===== config.mk =====
export PLATFORM = sky130hd
export DESIGN_NAME = debug_interface
export DESIGN_NICKNAME = d
export VERILOG_FILES = /design/src/dbg_pkg.sv /design/src/debug_interface.sv
export SDC_FILE = /design/constraint.sdc
export NUM_CORES = 1
export LEC_CHECK = 0
export ABC_AREA = 1
export BUFFER_PORTS_ARGS = -buffer_cell sky130_fd_sc_hd__buf_2
export CAP_MARGIN = 30
export CORE_MARGIN = 1
export CORE_UTILIZATION = 45
export DETAILED_ROUTE_END_ITERATION = 12
export PLACE_DENSITY = 0.7
export REMOVE_ABC_BUFFERS = 1
export SETUP_SLACK_MARGIN = 0.4
export SYNTH_ARGS = -nofsm -noshare
export SYNTH_HDL_FRONTEND = slang
export SYNTH_SLANG_ARGS = --single-unit
export TNS_END_PERCENT = 30

===== constraint.sdc =====
create_clock -name i_clock -period 3.35 [get_ports i_clock]
set_input_delay 0.67 -clock i_clock [delete_from_list [all_inputs] [get_ports i_clock]]
set_output_delay 0.67 -clock i_clock [all_outputs]
set_load 0.005 [all_outputs]

===== src/dbg_pkg.sv =====
// debug port package: width typedefs, command and request codes, select codes, reply frames
package dbg_pkg;

   // widths that carry a meaning
   typedef logic [31:0] frame_t;
   typedef logic [31:0] word_t;
   typedef logic [5:0]  cmd_t;
   typedef logic [8:0]  req_type_t;
   typedef logic [5:0]  sel_t;
   typedef logic [8:0]  iaddr_t;
   typedef logic [15:0] half_t;

   // command codes, frame bits 31..26
   localparam cmd_t CMD_START     = 6'b000001;
   localparam cmd_t CMD_RESET     = 6'b000010;
   localparam cmd_t CMD_REQ_DATA  = 6'b000011;
   localparam cmd_t CMD_LOAD_LSB  = 6'b000100;
   localparam cmd_t CMD_LOAD_MSB  = 6'b000101;
   localparam cmd_t CMD_MODE_GET  = 6'b001000;
   localparam cmd_t CMD_MODE_CONT = 6'b001001;
   localparam cmd_t CMD_MODE_STEP = 6'b001010;
   localparam cmd_t CMD_STEP      = 6'b100000;
   localparam cmd_t CMD_GOT_DATA  = 6'b100100;
   localparam cmd_t CMD_GIB_DATA  = 6'b100101;

   // request types, address/type bits 8..0
   localparam req_type_t REQ_MEM_DATA     = 9'b000000001;
   localparam req_type_t REQ_MEM_INSTR    = 9'b000000010;
   localparam req_type_t REQ_REG          = 9'b000000100;
   localparam req_type_t REQ_REG_PC       = 9'b000000101;
   localparam req_type_t REQ_FETCH_DATA   = 9'b000001000;
   localparam req_type_t REQ_FETCH_CTRL   = 9'b000001001;
   localparam req_type_t REQ_DECO_DATA    = 9'b000010000;
   localparam req_type_t REQ_DECO_CTRL    = 9'b000010001;
   localparam req_type_t REQ_EXEC_DATA    = 9'b000100000;
   localparam req_type_t REQ_EXEC_CTRL    = 9'b000100001;
   localparam req_type_t REQ_MEM_LAT_DATA = 9'b001000000;
   localparam req_type_t REQ_MEM_LAT_CTRL = 9'b001000001;

   // request selects, 0..31 are registers
   localparam sel_t SEL_MEM_DATA     = 6'b100000;
   localparam sel_t SEL_MEM_INSTR    = 6'b100001;
   localparam sel_t SEL_PC           = 6'b100010;
   localparam sel_t SEL_FETCH_DATA   = 6'b100100;
   localparam sel_t SEL_FETCH_CTRL   = 6'b100101;
   localparam sel_t SEL_DECO_DATA    = 6'b100110;
   localparam sel_t SEL_DECO_CTRL    = 6'b100111;
   localparam sel_t SEL_EXEC_DATA    = 6'b101000;
   localparam sel_t SEL_EXEC_CTRL    = 6'b101001;
   localparam sel_t SEL_MEM_LAT_DATA = 6'b101010;
   localparam sel_t SEL_MEM_LAT_CTRL = 6'b101011;
   localparam sel_t SEL_NONE         = 6'b111111;

   // reply frames
   localparam frame_t FRAME_OK        = {6'b000011, 26'd0};
   localparam frame_t FRAME_NOK       = {6'b000010, 26'd0};
   localparam frame_t FRAME_EOP       = {6'b000100, 26'd0};
   localparam frame_t FRAME_IDLE      = {32{1'b1}};
   localparam frame_t FRAME_MODE_CONT = {CMD_MODE_CONT, 26'd0};
   localparam frame_t FRAME_MODE_STEP = {CMD_MODE_STEP, 26'd0};

   // reply buffer and burst counters
   localparam int NB_WORD_CNT = 2;
   typedef logic [NB_WORD_CNT-1:0] cnt_t;
   localparam cnt_t BUF_WORDS = 2'd3;

   // target sizes
   localparam int IMEM_DEPTH = 512;
   localparam int NB_REGS    = 32;
   localparam int NB_STAGES  = 4;

endpackage


===== src/debug_interface.sv =====
// debug interface: command decoder, execution-mode control, capture buffer, reply framer
`timescale 1ns/1ps

module debug_interface (
   input  logic            i_clock,
   input  logic            i_reset,
   input  dbg_pkg::frame_t i_frame_from_host,
   input  dbg_pkg::word_t  i_frame_from_target,
   input  logic            i_eod,
   input  logic            i_eop,
   output dbg_pkg::frame_t o_frame_to_host,
   output logic            o_valid,
   output logic            o_target_reset,
   output dbg_pkg::word_t  o_instr_data,
   output dbg_pkg::iaddr_t o_instr_addr,
   output logic [3:0]      o_instr_mem_we,
   output dbg_pkg::half_t  o_mem_addr,
   output dbg_pkg::sel_t   o_request_select
);

   dbg_pkg::cmd_t      cmd;
   logic [9:0]         addr_type;
   dbg_pkg::half_t     data_field;
   dbg_pkg::req_type_t req_type;
   logic               valid_q;
   logic               accept;
   logic               run;
   logic               step_mode;
   logic               capture_en;
   logic               capture_word;
   dbg_pkg::cnt_t      capture_cnt;
   dbg_pkg::cnt_t      reply_ptr;
   dbg_pkg::word_t     capture_buf [dbg_pkg::BUF_WORDS];
   dbg_pkg::sel_t      lookup_select;
   logic               data_ready;
   dbg_pkg::frame_t    reply;

   assign {cmd, addr_type, data_field} = i_frame_from_host;
   assign req_type = addr_type[8:0];

   // bit 9 of address/type is the host frame-valid flag
   always_ff @(posedge i_clock) begin
      if (i_reset) begin
         valid_q <= 1'b0;
      end else begin
         valid_q <= addr_type[9];
      end
   end

   assign accept = addr_type[9] & ~valid_q;

   // memory load path, data lands in the half selected by the command
   assign o_instr_addr = addr_type[8:0];
   assign o_instr_data = (cmd == dbg_pkg::CMD_LOAD_MSB) ? {data_field, 16'd0}
                                                         : {16'd0, data_field};
   assign o_mem_addr   = data_field;

   always_comb begin
      o_instr_mem_we = 4'b0000;
      if (accept && cmd == dbg_pkg::CMD_LOAD_LSB) begin
         o_instr_mem_we = 4'b0011;
      end else if (accept && cmd == dbg_pkg::CMD_LOAD_MSB) begin
         o_instr_mem_we = 4'b1100;
      end
   end

   assign o_target_reset = accept & (cmd == dbg_pkg::CMD_RESET);

   // execution mode, 1 means single step
   always_ff @(posedge i_clock) begin
      if (i_reset) begin
         step_mode <= 1'b0;
      end else if (accept && cmd == dbg_pkg::CMD_MODE_CONT) begin
         step_mode <= 1'b0;
      end else if (accept && cmd == dbg_pkg::CMD_MODE_STEP) begin
         step_mode <= 1'b1;
      end
   end

   always_ff @(posedge i_clock) begin
      if (i_reset) begin
         run <= 1'b0;
      end else if (accept && cmd == dbg_pkg::CMD_START) begin
         run <= 1'b1;
      end
   end

   assign o_valid = step_mode ? (accept & run & (cmd == dbg_pkg::CMD_STEP)) : run;

   // request type to streamer select
   always_comb begin
      case (req_type)
         dbg_pkg::REQ_MEM_DATA:     lookup_select = dbg_pkg::SEL_MEM_DATA;
         dbg_pkg::REQ_MEM_INSTR:    lookup_select = dbg_pkg::SEL_MEM_INSTR;
         dbg_pkg::REQ_REG:          lookup_select = {1'b0, data_field[4:0]};
         dbg_pkg::REQ_REG_PC:       lookup_select = dbg_pkg::SEL_PC;
         dbg_pkg::REQ_FETCH_DATA:   lookup_select = dbg_pkg::SEL_FETCH_DATA;
         dbg_pkg::REQ_FETCH_CTRL:   lookup_select = dbg_pkg::SEL_FETCH_CTRL;
         dbg_pkg::REQ_DECO_DATA:    lookup_select = dbg_pkg::SEL_DECO_DATA;
         dbg_pkg::REQ_DECO_CTRL:    lookup_select = dbg_pkg::SEL_DECO_CTRL;
         dbg_pkg::REQ_EXEC_DATA:    lookup_select = dbg_pkg::SEL_EXEC_DATA;
         dbg_pkg::REQ_EXEC_CTRL:    lookup_select = dbg_pkg::SEL_EXEC_CTRL;
         dbg_pkg::REQ_MEM_LAT_DATA: lookup_select = dbg_pkg::SEL_MEM_LAT_DATA;
         dbg_pkg::REQ_MEM_LAT_CTRL: lookup_select = dbg_pkg::SEL_MEM_LAT_CTRL;
         default:                   lookup_select = dbg_pkg::SEL_NONE;
      endcase
   end

   // select only lives in the accept cycle
   assign o_request_select = (accept && cmd == dbg_pkg::CMD_REQ_DATA) ? lookup_select
                                                                       : dbg_pkg::SEL_NONE;

   always_ff @(posedge i_clock) begin
      if (i_reset) begin
         capture_en <= 1'b0;
      end else if (o_request_select != dbg_pkg::SEL_NONE) begin
         capture_en <= 1'b1;
      end else if (i_eod) begin
         capture_en <= 1'b0;
      end
   end

   assign capture_word = capture_en & ~i_eod & (capture_cnt < dbg_pkg::BUF_WORDS);

   always_ff @(posedge i_clock) begin
      if (i_reset) begin
         capture_cnt <= '0;
      end else if (accept && cmd == dbg_pkg::CMD_REQ_DATA) begin
         capture_cnt <= '0;
      end else if (capture_word) begin
         capture_cnt <= capture_cnt + 1'b1;
      end
   end

   always_ff @(posedge i_clock) begin
      if (capture_word) begin
         capture_buf[capture_cnt] <= i_frame_from_target;
      end
   end

   assign data_ready = reply_ptr < capture_cnt;

   always_ff @(posedge i_clock) begin
      if (i_reset) begin
         reply_ptr <= '0;
      end else if (accept && cmd == dbg_pkg::CMD_REQ_DATA) begin
         reply_ptr <= '0;
      end else if (accept && cmd == dbg_pkg::CMD_GIB_DATA && data_ready) begin
         reply_ptr <= reply_ptr + 1'b1;
      end
   end

   // reply priority: ok, nok, data, mode, end of program, idle
   always_comb begin
      if (cmd == dbg_pkg::CMD_GOT_DATA && data_ready) begin
         reply = dbg_pkg::FRAME_OK;
      end else if ((cmd == dbg_pkg::CMD_GOT_DATA || cmd == dbg_pkg::CMD_GIB_DATA) &&
                   !data_ready) begin
         reply = dbg_pkg::FRAME_NOK;
      end else if (cmd == dbg_pkg::CMD_GIB_DATA) begin
         reply = capture_buf[reply_ptr];
      end else if (cmd == dbg_pkg::CMD_MODE_GET) begin
         reply = step_mode ? dbg_pkg::FRAME_MODE_STEP : dbg_pkg::FRAME_MODE_CONT;
      end else if (i_eop) begin
         reply = dbg_pkg::FRAME_EOP;
      end else begin
         reply = dbg_pkg::FRAME_IDLE;
      end
   end

   // reply holds until the next accepted command
   always_ff @(posedge i_clock) begin
      if (i_reset) begin
         o_frame_to_host <= '0;
      end else if (accept) begin
         o_frame_to_host <= reply;
      end
   end

endmodule


# Word level (Yosys, flattened, before mapping)
# Memory sizes are Yosys's and may differ from the RTL's. A register that Yosys moved wholly into a read port is not among the register bits.
# Index checks and enable logic that the tools add are counted.
# classes
multipliers,0
n_reduce_logical,15
addsub,2
div,0
shifts,0
order_cmp,2
n_bitwise,8
n_mux,18
n_eq_ne,24
# op_table
cell,n
$mux 32,6
$pmux 6 s12,1
$mux 28,1
$eq 6x4->1 const B,3
$eq 6x6->1 const B,3
$eq 9x3->1 const B,2
$eq 9x4->1 const B,2
$eq 9x5->1 const B,2
$eq 9x6->1 const B,2
$eq 9x7->1 const B,2
$eq 6x2->1 const B,2
$eq 6x3->1 const B,2
$logic_and 1x1->1,10
$eq 9x1->1 const B,1
$eq 9x2->1 const B,1
$mux 4,2
$and 1x1->1,6
$eq 6x1->1 const B,1
$mux 6,1
$ne 6x6->1 const B,1
$mux 1,5
$add 2x1->2 const B,2
$mux 2,2
$reduce_or 2->1,2
other kinds (6),7
# word_totals
latchBits,0
ff_bits,40
romBits,0
wordCells,77
memories,1
mem_bits_rw,96
# memory_table
name,words,word_bits,rd,rd_clocked_by_memory_dff,wr,line,rtl
capture_buf,3,32,1,1,1,debug_interface.sv:33,dbg_pkg::word_t capture_buf [dbg_pkg::BUF_WORDS];

# Depth between registers and ports, before layout
# depth
depth_word,6
ltp_mapped,11
mapped_depth_nobuf,11

# Worst setup path before layout
# OpenSTA, ideal clock, no wires.
# synth_path
path_kind,input port to flip-flop
from,in i_eod
to,"mem capture_buf[0][0] in the netlist's numbering, enable pin"
arrival_ps,2538
required_ps,2929
setup_time_ps,421
cell_stages,5
n_path_buf,1
slack_ps,391
cell_sequence,inv_1 > nand2_1 > or2_2 > clkbuf_1 > nor2_1
# synth_via
elab_chain_len,5
# synth_lines
item,line,rtl
"start, declared",debug_interface.sv:9,"input logic i_eod,"
$not 1->1,debug_interface.sv:123,assign capture_word = capture_en & ~i_eod & (capture_cnt < dbg_pkg::BUF_WORDS);
$and 1x1->1 (2 in series),debug_interface.sv:123,
$mux 1,debug_interface.sv:136,if (capture_word) begin
$mux 1 (not written as such),debug_interface.sv:137,capture_buf[capture_cnt] <= i_frame_from_target;
"end, declared",debug_interface.sv:33,
# Every way passes these cells.

# Worst setup path after layout
# layout_path
from,in i_frame_from_host[30]
to,out o_request_select[0]
# layout_via
elab_chain_len,3
# layout_lines
item,line,rtl
"start, declared",debug_interface.sv:7,"input dbg_pkg::frame_t i_frame_from_host,"
$eq 6x2->1,debug_interface.sv:110,assign o_request_select = (accept && cmd == dbg_pkg::CMD_REQ_DATA) ? lookup_select
$logic_and 1x1->1,debug_interface.sv:110,
$mux 6,debug_interface.sv:110,
"end, declared",debug_interface.sv:18,output dbg_pkg::sel_t o_request_select
# Every way passes these cells.

==> results.toml <==
[cts]
ctsResizeCount = 0
clk_pin_slew_ps = 70
cts_tree = "built"
cts_buffer_depth = 2
clk_latency_ps = 410
cts_sinks = 138
cts_setup_buffers = 0
root_buffer = "clkbuf_16"
ctsHtreeMaxLevel = 4
cts_made_buffers = 17
cts_hold_buffers = 0

[routing]
first_pass_iters = 5
drt_iter0_drc = 302
avgRoutedWirePerCell_um = 14.4
vias = 4982
postRouteAntennaNets = 0
drc = 0
wl_um = 14500
vias_per_cell = 4.93

[global_route]
grt_pass1_vias = 4397
antenna_found_initial = 0
grt_pass1_wl_um = 22400
grt.overflow.total = 0
grtUsageTotal = 0.204
grt_max_degree = 44

[timing]
skew_ps = 8.89
drv_slew = 0
worstMarginPinSlew_ps = 826
fin_crit_ps = 2490
rsz0062_at_grt = "no"
setup_viol = 0
hold_violations = 0
fin_crit_sh = 0.743
whs_ps = 454
slew_headroom = 0.449
totalNegativeSetupSlack_ps = 0
fmax_mhz = 402

[cells_and_area]
fillCellCount = 1223
nNetsFinal = 890
area_growth_pct = 21.7
layout-drive-gt1-share = 0.306
antennaDiodeCount = 0

[synth]
synth-seq-area-share = 0.587
yosys-top-cells-count = "nand2_1 (171), a21oi_1 (99), edfxtp_1 (96), inv_1 (61), nor2_1 (56)"
synth.ff_latch_count = 138
yosys_warnings = 0
syn_area_sq_mm = 0.00634
synth-edff-count = 96
yosysTopAreaCell = "edfxtp_1"
synthArstFlopShare = 0
syn_area_per_cell_sq_um = 9.28
synthMostInstantiatedCell = "nand2_1"
postSynthCellCount = 684
synth_cell_types = 36
synthTopCellsByArea = "edfxtp_1 (45%), dfxtp_1 (13%), nand2_1 (10%), a21oi_1 (7.8%), inv_1 (3.6%)"
synth_top_cell_area_share = 0.454
synth_ff_type = "edfxtp_1"

[floorplan]
die_area_sq_mm = 0.0146
start_util = 0.459
rows = 43
die_w_um = 121
die_h_um = 121
ioPinCount = 169
core_area_sq_mm = 0.0138

[setup_path]
crit_required_ps = 2680
critPathLaunchType = "input port"
worst_setup_path_end_kind = "output pin"
cp_top_family = "simple AND/OR/NAND/NOR gates"
startpoint = "i_frame_from_host[30]"
r2r_start = "capture_cnt[1]"
cp_data_arrival_time_ps = 1820
path_buf_inv = 3
crit_type = "in -> out"
slowest_stage = "nand4_2"
cp_max_fo = 6
cp_cell_sequence = "buf_2, nor2_2, nand4_2, nor2_1, nand3_1, nor2_1, inv_1, buf_2"
crit_path_max_incr_delay_ps = 240

[pwr]
peakVddDrop_v = 0.000342
power_leakage_nw = 3.42
p_per_area_mw_per_mm2 = 515
total_power_mw = 3.98

[worst_hold_path]
hold_path.class = "in -> reg"
min-delay-start = "i_frame_from_target[18]"

[place]
gp_congestion = 0.836
port-buffer-count = 168
dp_hpwl_um = 9370

[status]
outcome = "finished clean"

[run]
drv_cap = 0
[layout by cell type (no fill, tap or decap), types with 5 or more instances in the layout]
| master | synthesis | final |
|---|---|---|
| nand2_1 | 171 | 171 |
| inv_8 | 0 | 5 |
| dfxtp_1 | 42 | 41 |
| inv_2 | 6 | 6 |
| inv_6 | 0 | 5 |
| buf_2 | 10 | 168 |
| nor2_1 | 56 | 53 |
| clkbuf_16 | 0 | 17 |
| inv_1 | 61 | 61 |
| edfxtp_1 | 96 | 96 |
| nand2_2 | 6 | 6 |
| o21ai_2 | 10 | 10 |
| ha_1 | 5 | 5 |
| nor2_2 | 11 | 11 |
| nand3_1 | 14 | 14 |
| o21ai_1 | 19 | 19 |
| buf_4 | 30 | 7 |
| a21oi_1 | 99 | 99 |
[routing by layer]
layer  global-route usage  part of all wire
met3               0.0415             0.059
met5                    0                 0
met4               0.0532            0.0057
met2                0.360              0.51
met1                0.254              0.42
[through the flow]
stage / worst slack [ps] / instance area [sq um] / utilization / instances
after floorplan: 475 / 5970 / - / 623
after global placement: 747 / 7120 / 0.515 / 978
after detailed placement: 721 / 7120 / 0.515 / 978
after CTS: 868 / 7720 / 0.558 / 1010
after global routing: 681 / 7720 / 0.558 / 1010
final: 861 / 7720 / 0.558 / 1010
[power breakdown]
part	leakage (nW)	total [mW]	switching (mW)	internal (mW)
Clock	0.295	1.87	0.799	1.07
Sequential	1.21	1.86	0.0149	1.84
Combinational	1.92	0.249	0.149	0.100
[cells by family after synthesis]
| family | after synthesis | synth area share |
|---|---|---|
| adder cells (fa/ha/maj) | 5 | 0.00986 |
| AO/OA/AOI/OAI | 140 | 0.122 |
| buffers and inverters | 128 | 0.0980 |
| AND/OR/NAND/NOR | 272 | 0.182 |
| XOR/XNOR | 1 | 0.00138 |
| flip-flops | 138 | 0.587 |
[worst paths after layout]
kind                                       endpoint  cells past startpoint  slack [ps]
worst max-delay path            o_request_select[0]                      8         860
worst min-delay path             capture_buf[2][18]                      1         450
worst max register to register  o_frame_to_host[12]                      8        1320
worst min register to register                  run                      2         460
[sequential cells by signal, summed over array words and instances (netlist names), named ones only]
signal,count
capture_buf,96
o_frame_to_host,32
capture_cnt,2
reply_ptr,2
capture_en,1
run,1
step_mode,1
valid_q,1
[layout make-up]
cell class              instances  area (sq um)  share of cell area
clock buffers                  17           425              0.0551
clock inverters                15           179              0.0232
inverters                      67           251              0.0326
multi-input cells             418          2020               0.262
flip-flops and latches        138          3720               0.482
well taps                     180           225              0.0292
repair buffers                175           893               0.116
No activity file was read; power rests on OpenSTA's default activity.
