$ cat src/dbg_pkg.sv
// debug port package: width typedefs, command and request codes, select codes, reply frames
package dbg_pkg;

   // widths that carry a meaning
   typedef logic [31:0] frame_t;
   typedef logic [31:0] word_t;
   typedef logic [5:0]  cmd_t;
   typedef logic [8:0]  req_type_t;
   typedef logic [5:0]  sel_t;
   typedef logic [8:0]  iaddr_t;
   typedef logic [15:0] half_t;

   // command codes, frame bits 31..26
   localparam cmd_t CMD_START     = 6'b000001;
   localparam cmd_t CMD_RESET     = 6'b000010;
   localparam cmd_t CMD_REQ_DATA  = 6'b000011;
   localparam cmd_t CMD_LOAD_LSB  = 6'b000100;
   localparam cmd_t CMD_LOAD_MSB  = 6'b000101;
   localparam cmd_t CMD_MODE_GET  = 6'b001000;
   localparam cmd_t CMD_MODE_CONT = 6'b001001;
   localparam cmd_t CMD_MODE_STEP = 6'b001010;
   localparam cmd_t CMD_STEP      = 6'b100000;
   localparam cmd_t CMD_GOT_DATA  = 6'b100100;
   localparam cmd_t CMD_GIB_DATA  = 6'b100101;

   // request types, address/type bits 8..0
   localparam req_type_t REQ_MEM_DATA     = 9'b000000001;
   localparam req_type_t REQ_MEM_INSTR    = 9'b000000010;
   localparam req_type_t REQ_REG          = 9'b000000100;
   localparam req_type_t REQ_REG_PC       = 9'b000000101;
   localparam req_type_t REQ_FETCH_DATA   = 9'b000001000;
   localparam req_type_t REQ_FETCH_CTRL   = 9'b000001001;
   localparam req_type_t REQ_DECO_DATA    = 9'b000010000;
   localparam req_type_t REQ_DECO_CTRL    = 9'b000010001;
   localparam req_type_t REQ_EXEC_DATA    = 9'b000100000;
   localparam req_type_t REQ_EXEC_CTRL    = 9'b000100001;
   localparam req_type_t REQ_MEM_LAT_DATA = 9'b001000000;
   localparam req_type_t REQ_MEM_LAT_CTRL = 9'b001000001;

   // request selects, 0..31 are registers
   localparam sel_t SEL_MEM_DATA     = 6'b100000;
   localparam sel_t SEL_MEM_INSTR    = 6'b100001;
   localparam sel_t SEL_PC           = 6'b100010;
   localparam sel_t SEL_FETCH_DATA   = 6'b100100;
   localparam sel_t SEL_FETCH_CTRL   = 6'b100101;
   localparam sel_t SEL_DECO_DATA    = 6'b100110;
   localparam sel_t SEL_DECO_CTRL    = 6'b100111;
   localparam sel_t SEL_EXEC_DATA    = 6'b101000;
   localparam sel_t SEL_EXEC_CTRL    = 6'b101001;
   localparam sel_t SEL_MEM_LAT_DATA = 6'b101010;
   localparam sel_t SEL_MEM_LAT_CTRL = 6'b101011;
   localparam sel_t SEL_NONE         = 6'b111111;

   // reply frames
   localparam frame_t FRAME_OK        = {6'b000011, 26'd0};
   localparam frame_t FRAME_NOK       = {6'b000010, 26'd0};
   localparam frame_t FRAME_EOP       = {6'b000100, 26'd0};
   localparam frame_t FRAME_IDLE      = {32{1'b1}};
   localparam frame_t FRAME_MODE_CONT = {CMD_MODE_CONT, 26'd0};
   localparam frame_t FRAME_MODE_STEP = {CMD_MODE_STEP, 26'd0};

   // reply buffer and burst counters
   localparam int NB_WORD_CNT = 2;
   typedef logic [NB_WORD_CNT-1:0] cnt_t;
   localparam cnt_t BUF_WORDS = 2'd3;

   // target sizes
   localparam int IMEM_DEPTH = 512;
   localparam int NB_REGS    = 32;
   localparam int NB_STAGES  = 4;

endpackage

$ cat src/readback_streamer.sv
// readback streamer: select to word burst, closed by a one-cycle end-of-data
`timescale 1ns/1ps

module readback_streamer (
   input  logic            i_clock,
   input  logic            i_reset,
   input  dbg_pkg::sel_t   i_request_select,
   input  dbg_pkg::half_t  i_mem_addr,
   input  dbg_pkg::word_t  i_pc,
   input  dbg_pkg::word_t  i_reg_rdata,
   input  dbg_pkg::word_t  i_imem_rdata,
   input  dbg_pkg::word_t  i_latch_data [dbg_pkg::NB_STAGES],
   input  dbg_pkg::word_t  i_latch_ctrl [dbg_pkg::NB_STAGES],
   output logic [4:0]      o_reg_sel,
   output dbg_pkg::iaddr_t o_imem_addr,
   output dbg_pkg::word_t  o_word,
   output logic            o_eod
);

   typedef enum logic [1:0] {IDLE, SEND, DONE} stream_state_t;

   stream_state_t   state;
   dbg_pkg::sel_t   sel_q;
   dbg_pkg::iaddr_t addr_q;
   dbg_pkg::cnt_t   word_cnt;
   dbg_pkg::cnt_t   last_word;
   dbg_pkg::sel_t   sel_offset;
   logic            is_latch;
   logic [1:0]      stage;
   logic            pick_ctrl;
   logic            start;

   assign start = (state == IDLE) && (i_request_select != dbg_pkg::SEL_NONE);

   // latch groups: selected word first, then its partner
   assign is_latch   = (sel_q >= dbg_pkg::SEL_FETCH_DATA) && (sel_q <= dbg_pkg::SEL_MEM_LAT_CTRL);
   assign sel_offset = sel_q - dbg_pkg::SEL_FETCH_DATA;
   assign stage      = sel_offset[2:1];
   assign pick_ctrl  = sel_offset[0] ^ word_cnt[0];
   assign last_word  = is_latch ? 2'd1 : 2'd0;

   always_ff @(posedge i_clock) begin
      if (i_reset) begin
         state    <= IDLE;
         sel_q    <= dbg_pkg::SEL_NONE;
         word_cnt <= '0;
      end else begin
         case (state)
            IDLE: begin
               if (start) begin
                  sel_q    <= i_request_select;
                  word_cnt <= '0;
                  // no data memory, finish at once
                  state    <= (i_request_select == dbg_pkg::SEL_MEM_DATA) ? DONE : SEND;
               end
            end
            SEND: begin
               if (word_cnt == last_word) begin
                  state <= DONE;
               end else begin
                  word_cnt <= word_cnt + 1'b1;
               end
            end
            DONE: state <= IDLE;
            default: state <= IDLE;
         endcase
      end
   end

   always_ff @(posedge i_clock) begin
      if (start) begin
         addr_q <= i_mem_addr[8:0];
      end
   end

   assign o_reg_sel   = sel_q[4:0];
   assign o_imem_addr = addr_q;
   assign o_eod       = (state == DONE);

   always_comb begin
      if (state != SEND) begin
         o_word = '0;
      end else if (is_latch) begin
         o_word = pick_ctrl ? i_latch_ctrl[stage] : i_latch_data[stage];
      end else if (sel_q == dbg_pkg::SEL_PC) begin
         o_word = i_pc;
      end else if (sel_q == dbg_pkg::SEL_MEM_INSTR) begin
         o_word = i_imem_rdata;
      end else begin
         o_word = i_reg_rdata;
      end
   end

endmodule

$ cat config.mk
export PLATFORM = sky130hd
export DESIGN_NAME = readback_streamer
export DESIGN_NICKNAME = d
export VERILOG_FILES = /design/src/dbg_pkg.sv /design/src/readback_streamer.sv
export SDC_FILE = /design/constraint.sdc
export NUM_CORES = 1
export LEC_CHECK = 0
export BUFFER_PORTS_ARGS = -buffer_cell sky130_fd_sc_hd__buf_2
export CAP_MARGIN = 20
export CORE_AREA = 2 2 162 164
export CTS_BUF_LIST = sky130_fd_sc_hd__clkbuf_2
export DETAILED_ROUTE_END_ITERATION = 8
export DIE_AREA = 0 0 164 166
export PLACE_DENSITY = 0.4
export SLEW_MARGIN = 10
export SYNTH_ARGS = -nofsm -noshare
export SYNTH_HDL_FRONTEND = slang
export SYNTH_SLANG_ARGS = --single-unit
$ cat constraint.sdc
create_clock -name i_clock -period 5.5 [get_ports i_clock]
set_clock_uncertainty 0.1 [all_clocks]
set_input_delay 0.55 -clock i_clock [delete_from_list [all_inputs] [get_ports i_clock]]
set_output_delay 0.55 -clock i_clock [all_outputs]
set_load 0.05 [all_outputs]
After elaboration in Yosys (flattened, before gate mapping)
Cells that the tools add are included.
{"block": "totals", "word_cells": 48, "ff_bits": 19, "output_inout_bits": 47}
{"block": "op_classes", "n_eq_ne": 11, "n_mux": 19, "n_lt_le_gt_ge": 3, "addsub": 2, "bitwise_logic": 2, "n_reduce_logical": 7}
{"cell": "$mux W32", "count": 9}
{"cell": "$bmux W32 S2", "count": 2}
{"cell": "$eq A6 B6 Y1 const B", "count": 3}
{"cell": "$mux W2", "count": 5}
{"cell": "$pmux W2 S2", "count": 2}
{"cell": "$ge A6 B6 Y1 const B", "count": 1}
{"cell": "$le A6 B6 Y1 const B", "count": 1}
{"cell": "$ne A2 B2 Y1 const B", "count": 3}
{"cell": "$ne A6 B6 Y1 const B", "count": 1}
{"cell": "$reduce_and A2 Y1", "count": 2}
{"cell": "$ge A3 B3 Y1 const B", "count": 1}
{"cell": "$not A2 Y3", "count": 1}
{"cell": "$reduce_and A3 Y1", "count": 1}
{"cell": "$sub A3 B3 Y3 const B", "count": 1}
{"cell": "$add A2 B1 Y2 const B", "count": 1}
{"cell": "$eq A2 B1 Y1", "count": 1}
{"cell": "$eq A2 B1 Y1 const B", "count": 1}
{"cell": "$eq A2 B2 Y1 const B", "count": 1}
{"cell": "$logic_and A1 B1 Y1", "count": 2}
{"cell": "$logic_not A2 Y1", "count": 1}
{"cell": "$ne A2 B1 Y1 const B", "count": 1}
{"cell": "$reduce_bool A2 Y1", "count": 1}
{"cell": "$mux W1", "count": 1}
{"cell": "$xor A1 B1 Y1", "count": 1}

Depth between registers and ports, before layout
Gate-level depths: netlist of the first run.
{"block": "logic_depth", "word_depth": 8, "depth_mapped": 7}

Worst setup path after synthesis of the first run
OpenSTA, ideal clock, no wires.
{"block": "synth_path", "path_type": "register to output", "start": "register sel_q[1]", "end": "output port o_word[22]", "t_arrival_ns": 2.074, "path_stages_with_launch": 8, "path_buffers": 4, "setup_slack_ns": 2.776, "path_cell_list": "dfxtp_1 > clkbuf_2 > buf_4 > buf_4 > nand3b_1 > clkbuf_1 > o21ai_0 > o211ai_1"}
{"block": "synth_between", "elab_chain_len": 8}
{"item": "from (decl)", "line_no": "readback_streamer.sv:23", "text": "dbg_pkg::sel_t sel_q;"}
{"item": "from (signal assigned)", "line_no": "readback_streamer.sv:45", "text": "sel_q <= dbg_pkg::SEL_NONE;"}
{"item": "from (signal assigned)", "line_no": "readback_streamer.sv:51", "text": "sel_q <= i_request_select;"}
{"item": "$sub A3 B3 Y3", "line_no": "readback_streamer.sv:37", "text": "assign sel_offset = sel_q - dbg_pkg::SEL_FETCH_DATA;"}
{"item": "$not A2 Y3 (implied by the code)", "line_no": "readback_streamer.sv:84", "text": "o_word = pick_ctrl ? i_latch_ctrl[stage] : i_latch_data[stage];"}
{"item": "$bmux W32 S2", "line_no": "readback_streamer.sv:84"}
{"item": "$mux W32 (implied by the code) (2 in series)", "line_no": "readback_streamer.sv:84"}
{"item": "$mux W32", "line_no": "readback_streamer.sv:84"}
{"item": "$mux W32 (*)", "line_no": "readback_streamer.sv:83", "text": "end else if (is_latch) begin"}
{"item": "$mux W32 (*)", "line_no": "readback_streamer.sv:81", "text": "if (state != SEND) begin"}
{"item": "to (decl)", "line_no": "readback_streamer.sv:16", "text": "output dbg_pkg::word_t o_word,"}
Every way passes the cells marked *; elsewhere a longest branch is shown, timed or not. The select of a mux whose other input is x is not followed.

Final worst setup path of the first run
{"block": "layout_path", "start": "register sel_q[2]", "end": "output port o_word[20]"}
Same word-level chain as after synthesis.

==> flow_summary.ini, run 1 <==
[status]
status = complete, no violations

[synth]
synth_edf_count = 9
synth_common_cells = nand2b_1, mux4_2, and3_1, a211oi_1, o211ai_1
synth_nets = 750
async_flop_share = 0
yosysWarnings = 0
ys_seq_elements = 19
synth_most_common_cell = nand2b_1
yosysTopAreaCellShare = 0.387
netlist_instances = 374
synth_area_leader_cell = mux4_2
ys_dominant_reg_cell = dfxtp_1
synth_area_um2 = 3720
yosysSeqAreaShare = 0.126
syn_avg_cell_area_um2 = 9.95
synthDistinctLibCells = 35
synth.area.top_cells = mux4_2, nand2b_1, edfxtp_1

[floorplan]
rows = 59
fp.dieW_um = 164
core_area_um2 = 25600
ios = 423
die-area_um2 = 27200
initial_core_util = 0.145
die_h_um = 166

[global_routing]
use_met2 = 0.263
use_met3 = 0.0195
busiest_layer = met2
antenna_found_initial = 2
grt-ovfl-total = 0
grt_pass1_vias = 5170
grt.met1_usage = 0.180
grt_pass1_wl_um = 30000
grt_max_degree = 39
grt_usage = 0.143

[setup_path]
crit_start = sel_q[2]$_SDFFE_PP1P_
crit_fanout = 31
r2r-start = sel_q[2]$_SDFFE_PP1P_
critPathLaunchType = flop
path_class = flop to primary output
crit_arrival_ns = 3.19
endpoint_kind = primary output
required_ns = 4.85

[sta]
fmax_ghz = 0.261
setup-violations-final = 0
fin_tns_setup_ns = 0
period_minus_slack_ns = 3.84
tightest_slew_ns = 0.964
finalCritPeriodShare = 0.698
maxSlewHeadroom = 0.355
hold_viol = 0
hold_slack_ns = 0.264
rsz0062_at_grt = false
finalMaxSlewViolations = 0

[power]
ir_drop_mv = 0.106
p_per_area_nw_per_um2 = 159
leakagePower_nw = 2.90

[placement]
post-place-cells = 1088
gp_congestion = 0.765
dp_hpwl_um = 17100
io_buffers = 415

[worst_hold_path]
hp-start = i_mem_addr[0]
hp-class = input port to flop

[drt]
vias_per_cell = 4.42
dr_total_vias = 4832
final_antenna_net_count = 0
wl_per_cell_um = 18.9
drtPass1Iterations = 6
routed_wl_um = 20600
drt_iter0_drc = 210
drcViolationCount = 0

[cells_and_area]
regArea_um2 = 478
final_nets = 1134
multiInputGateArea_um2 = 3030
instances_no_fill = 1093
area_growth_pct = 64.1
drive_gt1_frac = 0.659
fillers = 2899
utilization = 0.239

[clock_network]
h-tree-depth = 1
root_buffer = clkbuf_2
cts_buffers = 3
cts_setup_buffers = 0
postCtsHoldBufs = 0
clkLatencyLatePin_ns = 0.34
cts_resized = 0
clk_transition_reported_paths_ns = 0.24
cts.sinks = 19
cts_tree = done
max-clock-path-buffers = 2

[job]
cap_violations = 0
## metrics by stage
| stage | total power, mW | instance area (µm²) | worst slack (ns) |
|---|---|---|---|
| after floorplan | 0.674 | 3720 | 2.78 |
| after global placement | 0.922 | 6090 | 1.93 |
| after detailed placement | 0.926 | 6090 | 1.87 |
| after CTS | 0.997 | 6110 | 1.45 |
| after global routing | 1.05 | 6110 | 1.31 |
| final | 0.974 | 6110 | 1.66 |
## cell families after synthesis
group / share of synthesized area
and+or+nand+nor: 0.229
muxes: 0.387
buffers and inverters: 0.0635
DFF: 0.126
xor gates and xnor gates: 0.00471
AOI/OAI and AO/OA: 0.190
## cell type report
type                       count  area share
antenna                        1    0.000410
multi-input combinational    308       0.496
clock buffer                   3     0.00246
inverter                       1    0.000614
timing repair buffer         425       0.352
sequential                    19      0.0782
clock inverter                 1     0.00102
tap                          335      0.0686
## report_power, final
part | switching (mW) | internal (mW) | leakage, nW
clock | 0.0512 | 0.0176 | 0.0169
combinational | 0.372 | 0.318 | 2.71
sequential | 0.0454 | 0.170 | 0.173
## layer usage
layer / up-vias / part of all wire
li1: 2281 / -
met1: 2325 / 0.42
met2: 218 / 0.51
met3: 8 / 0.068
met4: 0 / 0.0073
met5: - / 0
## cells in the final DEF (no fill, tap or decap)
master,synthesis,routed
diode_2,0,1
nand2b_1,67,67
edfxtp_1,9,9
nand4_1,2,2
a21boi_0,1,1
nand3_1,1,1
and2b_1,1,1
nor2_1,3,3
o31ai_1,1,1
nor2b_1,3,3
buf_2,17,415
and3b_2,0,1
and3b_1,2,1
nand2_1,14,14
a21boi_4,0,1
nor4_1,1,1
o32ai_1,2,2
xnor2_1,1,1
a2111oi_1,1,1
nand3b_1,7,7
nand4b_1,1,1
a211oi_1,32,32
dfxtp_4,0,2
o21ai_1,6,6
inv_4,0,1
o211ai_1,32,32
o21ai_0,27,27
nor2b_4,0,1
and3_1,33,33
xor2_1,1,1
nor4b_4,1,1
dfxtp_1,10,8
clkbuf_2,1,3
clkinv_1,1,1
mux4_2,64,64
buf_4,10,10
a21oi_1,2,2
## state kept, by name, indices dropped and copies added, names as in the netlist
register / flops
o_imem_addr: 9
sel_q: 6
state: 2
word_cnt: 2
## worst max-delay path, stage by stage (launching register included)
cell,delay [ns]
dfxtp_4,0.69
xor2_1,0.42
nand4b_1,0.64
buf_4,0.46
nand2b_1,0.18
o211ai_1,0.11
buf_2,0.34
## worst paths after layout
path	endpoint	slack, ns	depth (start not counted)
setup reg to reg	word_cnt[0]$_SDFFE_PP0P_	3.28	4
setup / recovery	o_word[20]	1.66	6
hold reg to reg	sel_q[5]$_SDFFE_PP1P_	0.40	2
hold / removal	o_imem_addr[0]$_DFFE_PP_	0.26	1
Power figures use the tool's default switching activity.
==> run 2: changes to the inputs <==
--- a/config.mk
+++ b/config.mk
@@ -11,7 +11,7 @@
 export CTS_BUF_LIST = sky130_fd_sc_hd__clkbuf_2
 export DETAILED_ROUTE_END_ITERATION = 8
 export DIE_AREA = 0 0 164 166
-export PLACE_DENSITY = 0.4
+export PLACE_DENSITY = 0.42
 export SLEW_MARGIN = 10
 export SYNTH_ARGS = -nofsm -noshare
 export SYNTH_HDL_FRONTEND = slang
==> constraint.sdc (replaced) <==
create_clock -name i_clock -period 3.1 [get_ports i_clock]
set_clock_uncertainty 0.1 [all_clocks]
set_input_delay 0.31 -clock i_clock [delete_from_list [all_inputs] [get_ports i_clock]]
set_output_delay 0.31 -clock i_clock [all_outputs]
set_load 0.05 [all_outputs]
==> run 2 against run 1 <==
Compared with the run above: non-clock buffer count increased by 11; sequential power rose by 57%; cell area up 2.2%; total power rose by 79%; hold slack got worse by 0.20 ns; final cell count rose by 1.1%; clock power grew 48%; critical path depth unchanged; register-to-register slack got worse by 2.1 ns; first-iteration DRC count down 0.95%; critical path type unchanged; critical endpoint is now o_word[19].
==> flow_summary.ini, run 2 (synthesis results as in run 1) <==
[job]
cap_violations = 0

[cells_and_area]
largest_register_ffs = 9
drive_gt1_frac = 0.665
final_cell_mix = buf_2, nand2b_1, mux4_2
fillers = 2858
final_nets = 1145
area_growth_pct = 67.7
final_common_cell = buf_2
instances_no_fill = 1105
design_area_um2 = 6240

[sta]
fmax_ghz = 0.352
tightest_slew_ns = 0.512
maxSlewHeadroom = 0.659
finalMaxSlewViolations = 0
fin_tns_setup_ns = 0
rsz0062_at_grt = false
hold_viol = 0
setup-violations-final = 0
period_minus_slack_ns = 2.84
finalCritPeriodShare = 0.917

[setup_path]
endpoint_kind = primary output
crit_fanout = 25
critPathLaunchType = flop
path_delay_family = simple AND/OR/NAND/NOR gates
crit_arrival_ns = 2.43
crit_chain = nor4b_4 > and3b_2 > buf_12 > a211oi_1 > o211ai_1 > buf_2
required_ns = 2.69
slowest_stage = nor4b_4
max_stage_delay_ns = 0.47
path_buf_inv = 2
path_class = flop to primary output

[floorplan]
core_area_um2 = 25600
die-area_um2 = 27200
die_h_um = 166
fp.dieW_um = 164
ios = 423
rows = 59
initial_core_util = 0.145

[drt]
final_antenna_net_count = 0
drtPass1Iterations = 4
drt_iter0_drc = 208
dr_total_vias = 4915
wl_per_cell_um = 18.7
routed_wl_um = 20700
drcViolationCount = 0
vias_per_cell = 4.45

[global_routing]
grt_max_degree = 36
antenna_found_initial = 2
grt_usage = 0.142
grt_pass1_wl_um = 29900
grt-ovfl-total = 0
grt_pass1_vias = 5189

[placement]
gp_congestion = 0.795
io_buffers = 415
post-place-cells = 1098
dp_hpwl_um = 17700
place_area_um2 = 6200

[clock_network]
cts_tree = done
postCtsHoldBufs = 0
clkLatencyLatePin_ns = 0.31
h-tree-depth = 1
clk_transition_reported_paths_ns = 0.19
max-clock-path-buffers = 2
cts.sinks = 19
root_buffer = clkbuf_2
cts_buffers = 3

[power]
p_per_area_nw_per_um2 = 279
ir_drop_mv = 0.313
leakagePower_nw = 2.98

[worst_hold_path]
hp-class = input port to flop

[status]
status = complete, no violations
[run 2: changes by cell type in the layout (fill, tap and decap cells not counted)]
cell	change
buf_4	+9
buf_12	+3
buf_2	-1
clkinv_2	+1
diode_2	+1
inv_4	-1
nand2_1	-1
nand2_4	+1
[run 2: report_power, final]
group / internal, mW / leakage [nW] / switching [mW]
sequential: 0.302 / 0.173 / 0.0367
clock: 0.0292 / 0.0164 / 0.0732
combinational: 0.592 / 2.79 / 0.710
[run 2: path summary, 6_finish.rpt]
path              slack (ns)  cells past startpoint                       end                   from
hold reg to reg         0.40                      2     sel_q[5]$_SDFFE_PP1P_  sel_q[5]$_SDFFE_PP1P_
setup reg to reg        1.14                      5  word_cnt[0]$_SDFFE_PP0P_  sel_q[3]$_SDFFE_PP1P_
hold / removal          0.06                      1  o_imem_addr[6]$_DFFE_PP_          i_mem_addr[6]
setup / recovery        0.26                      6                o_word[19]  sel_q[2]$_SDFFE_PP1P_
[run 2: metrics by stage]
stage / hold WS (ns) / setup slack, ns / utilization / power [mW]
detailed placement: 0.387 / 0.477 / 0.242 / 1.66
global route: 0.00733 / 0.0311 / 0.244 / 1.87
global placement: 0.377 / 0.535 / 0.242 / 1.66
finish: 0.0617 / 0.257 / 0.244 / 1.74
floorplan: 0.309 / 0.616 / - / 1.20
CTS: 0.0389 / 0.0906 / 0.243 / 1.77
[run 2: area by class of cell]
| class | instances | area (µm²) | share of cell area |
|---|---|---|---|
| flip-flops and latches | 19 | 478 | 0.0766 |
| repair buffers | 436 | 2270 | 0.364 |
| inverters | 1 | 3.75 | 0.000601 |
| diodes | 2 | 5.00 | 0.000802 |
| clock buffers | 3 | 15.0 | 0.00241 |
| clock inverters | 1 | 5.00 | 0.000802 |
| well taps | 335 | 419 | 0.0672 |
| multi-input cells | 308 | 3040 | 0.487 |
[run 2: repair_timing]
| action | CTS | global route |
|---|---|---|
| hold endpoints to repair | 0 | 0 |
| endpoints found under the setup margin | 0 | 7 |
| resized for setup | 0 | 1 |
| setup buffers | 0 | 1 |
[run 2: worst register-to-register path, cell delays in order, from the launching register on]
cell and delay (ns):
dfxtp_1 0.50, xor2_1 0.46, a21boi_4 0.10, buf_4 0.24
nor2b_1 0.16, a2111oi_1 0.31
[run 2: layer usage]
layer / track usage / up-vias / part of all wire
met4: 0.0187 / 0 / 0.0088
met1: 0.168 / 2343 / 0.38
met3: 0.0305 / 12 / 0.095
met5: 0 / - / 0
li1: - / 2305 / -
met2: 0.267 / 255 / 0.51
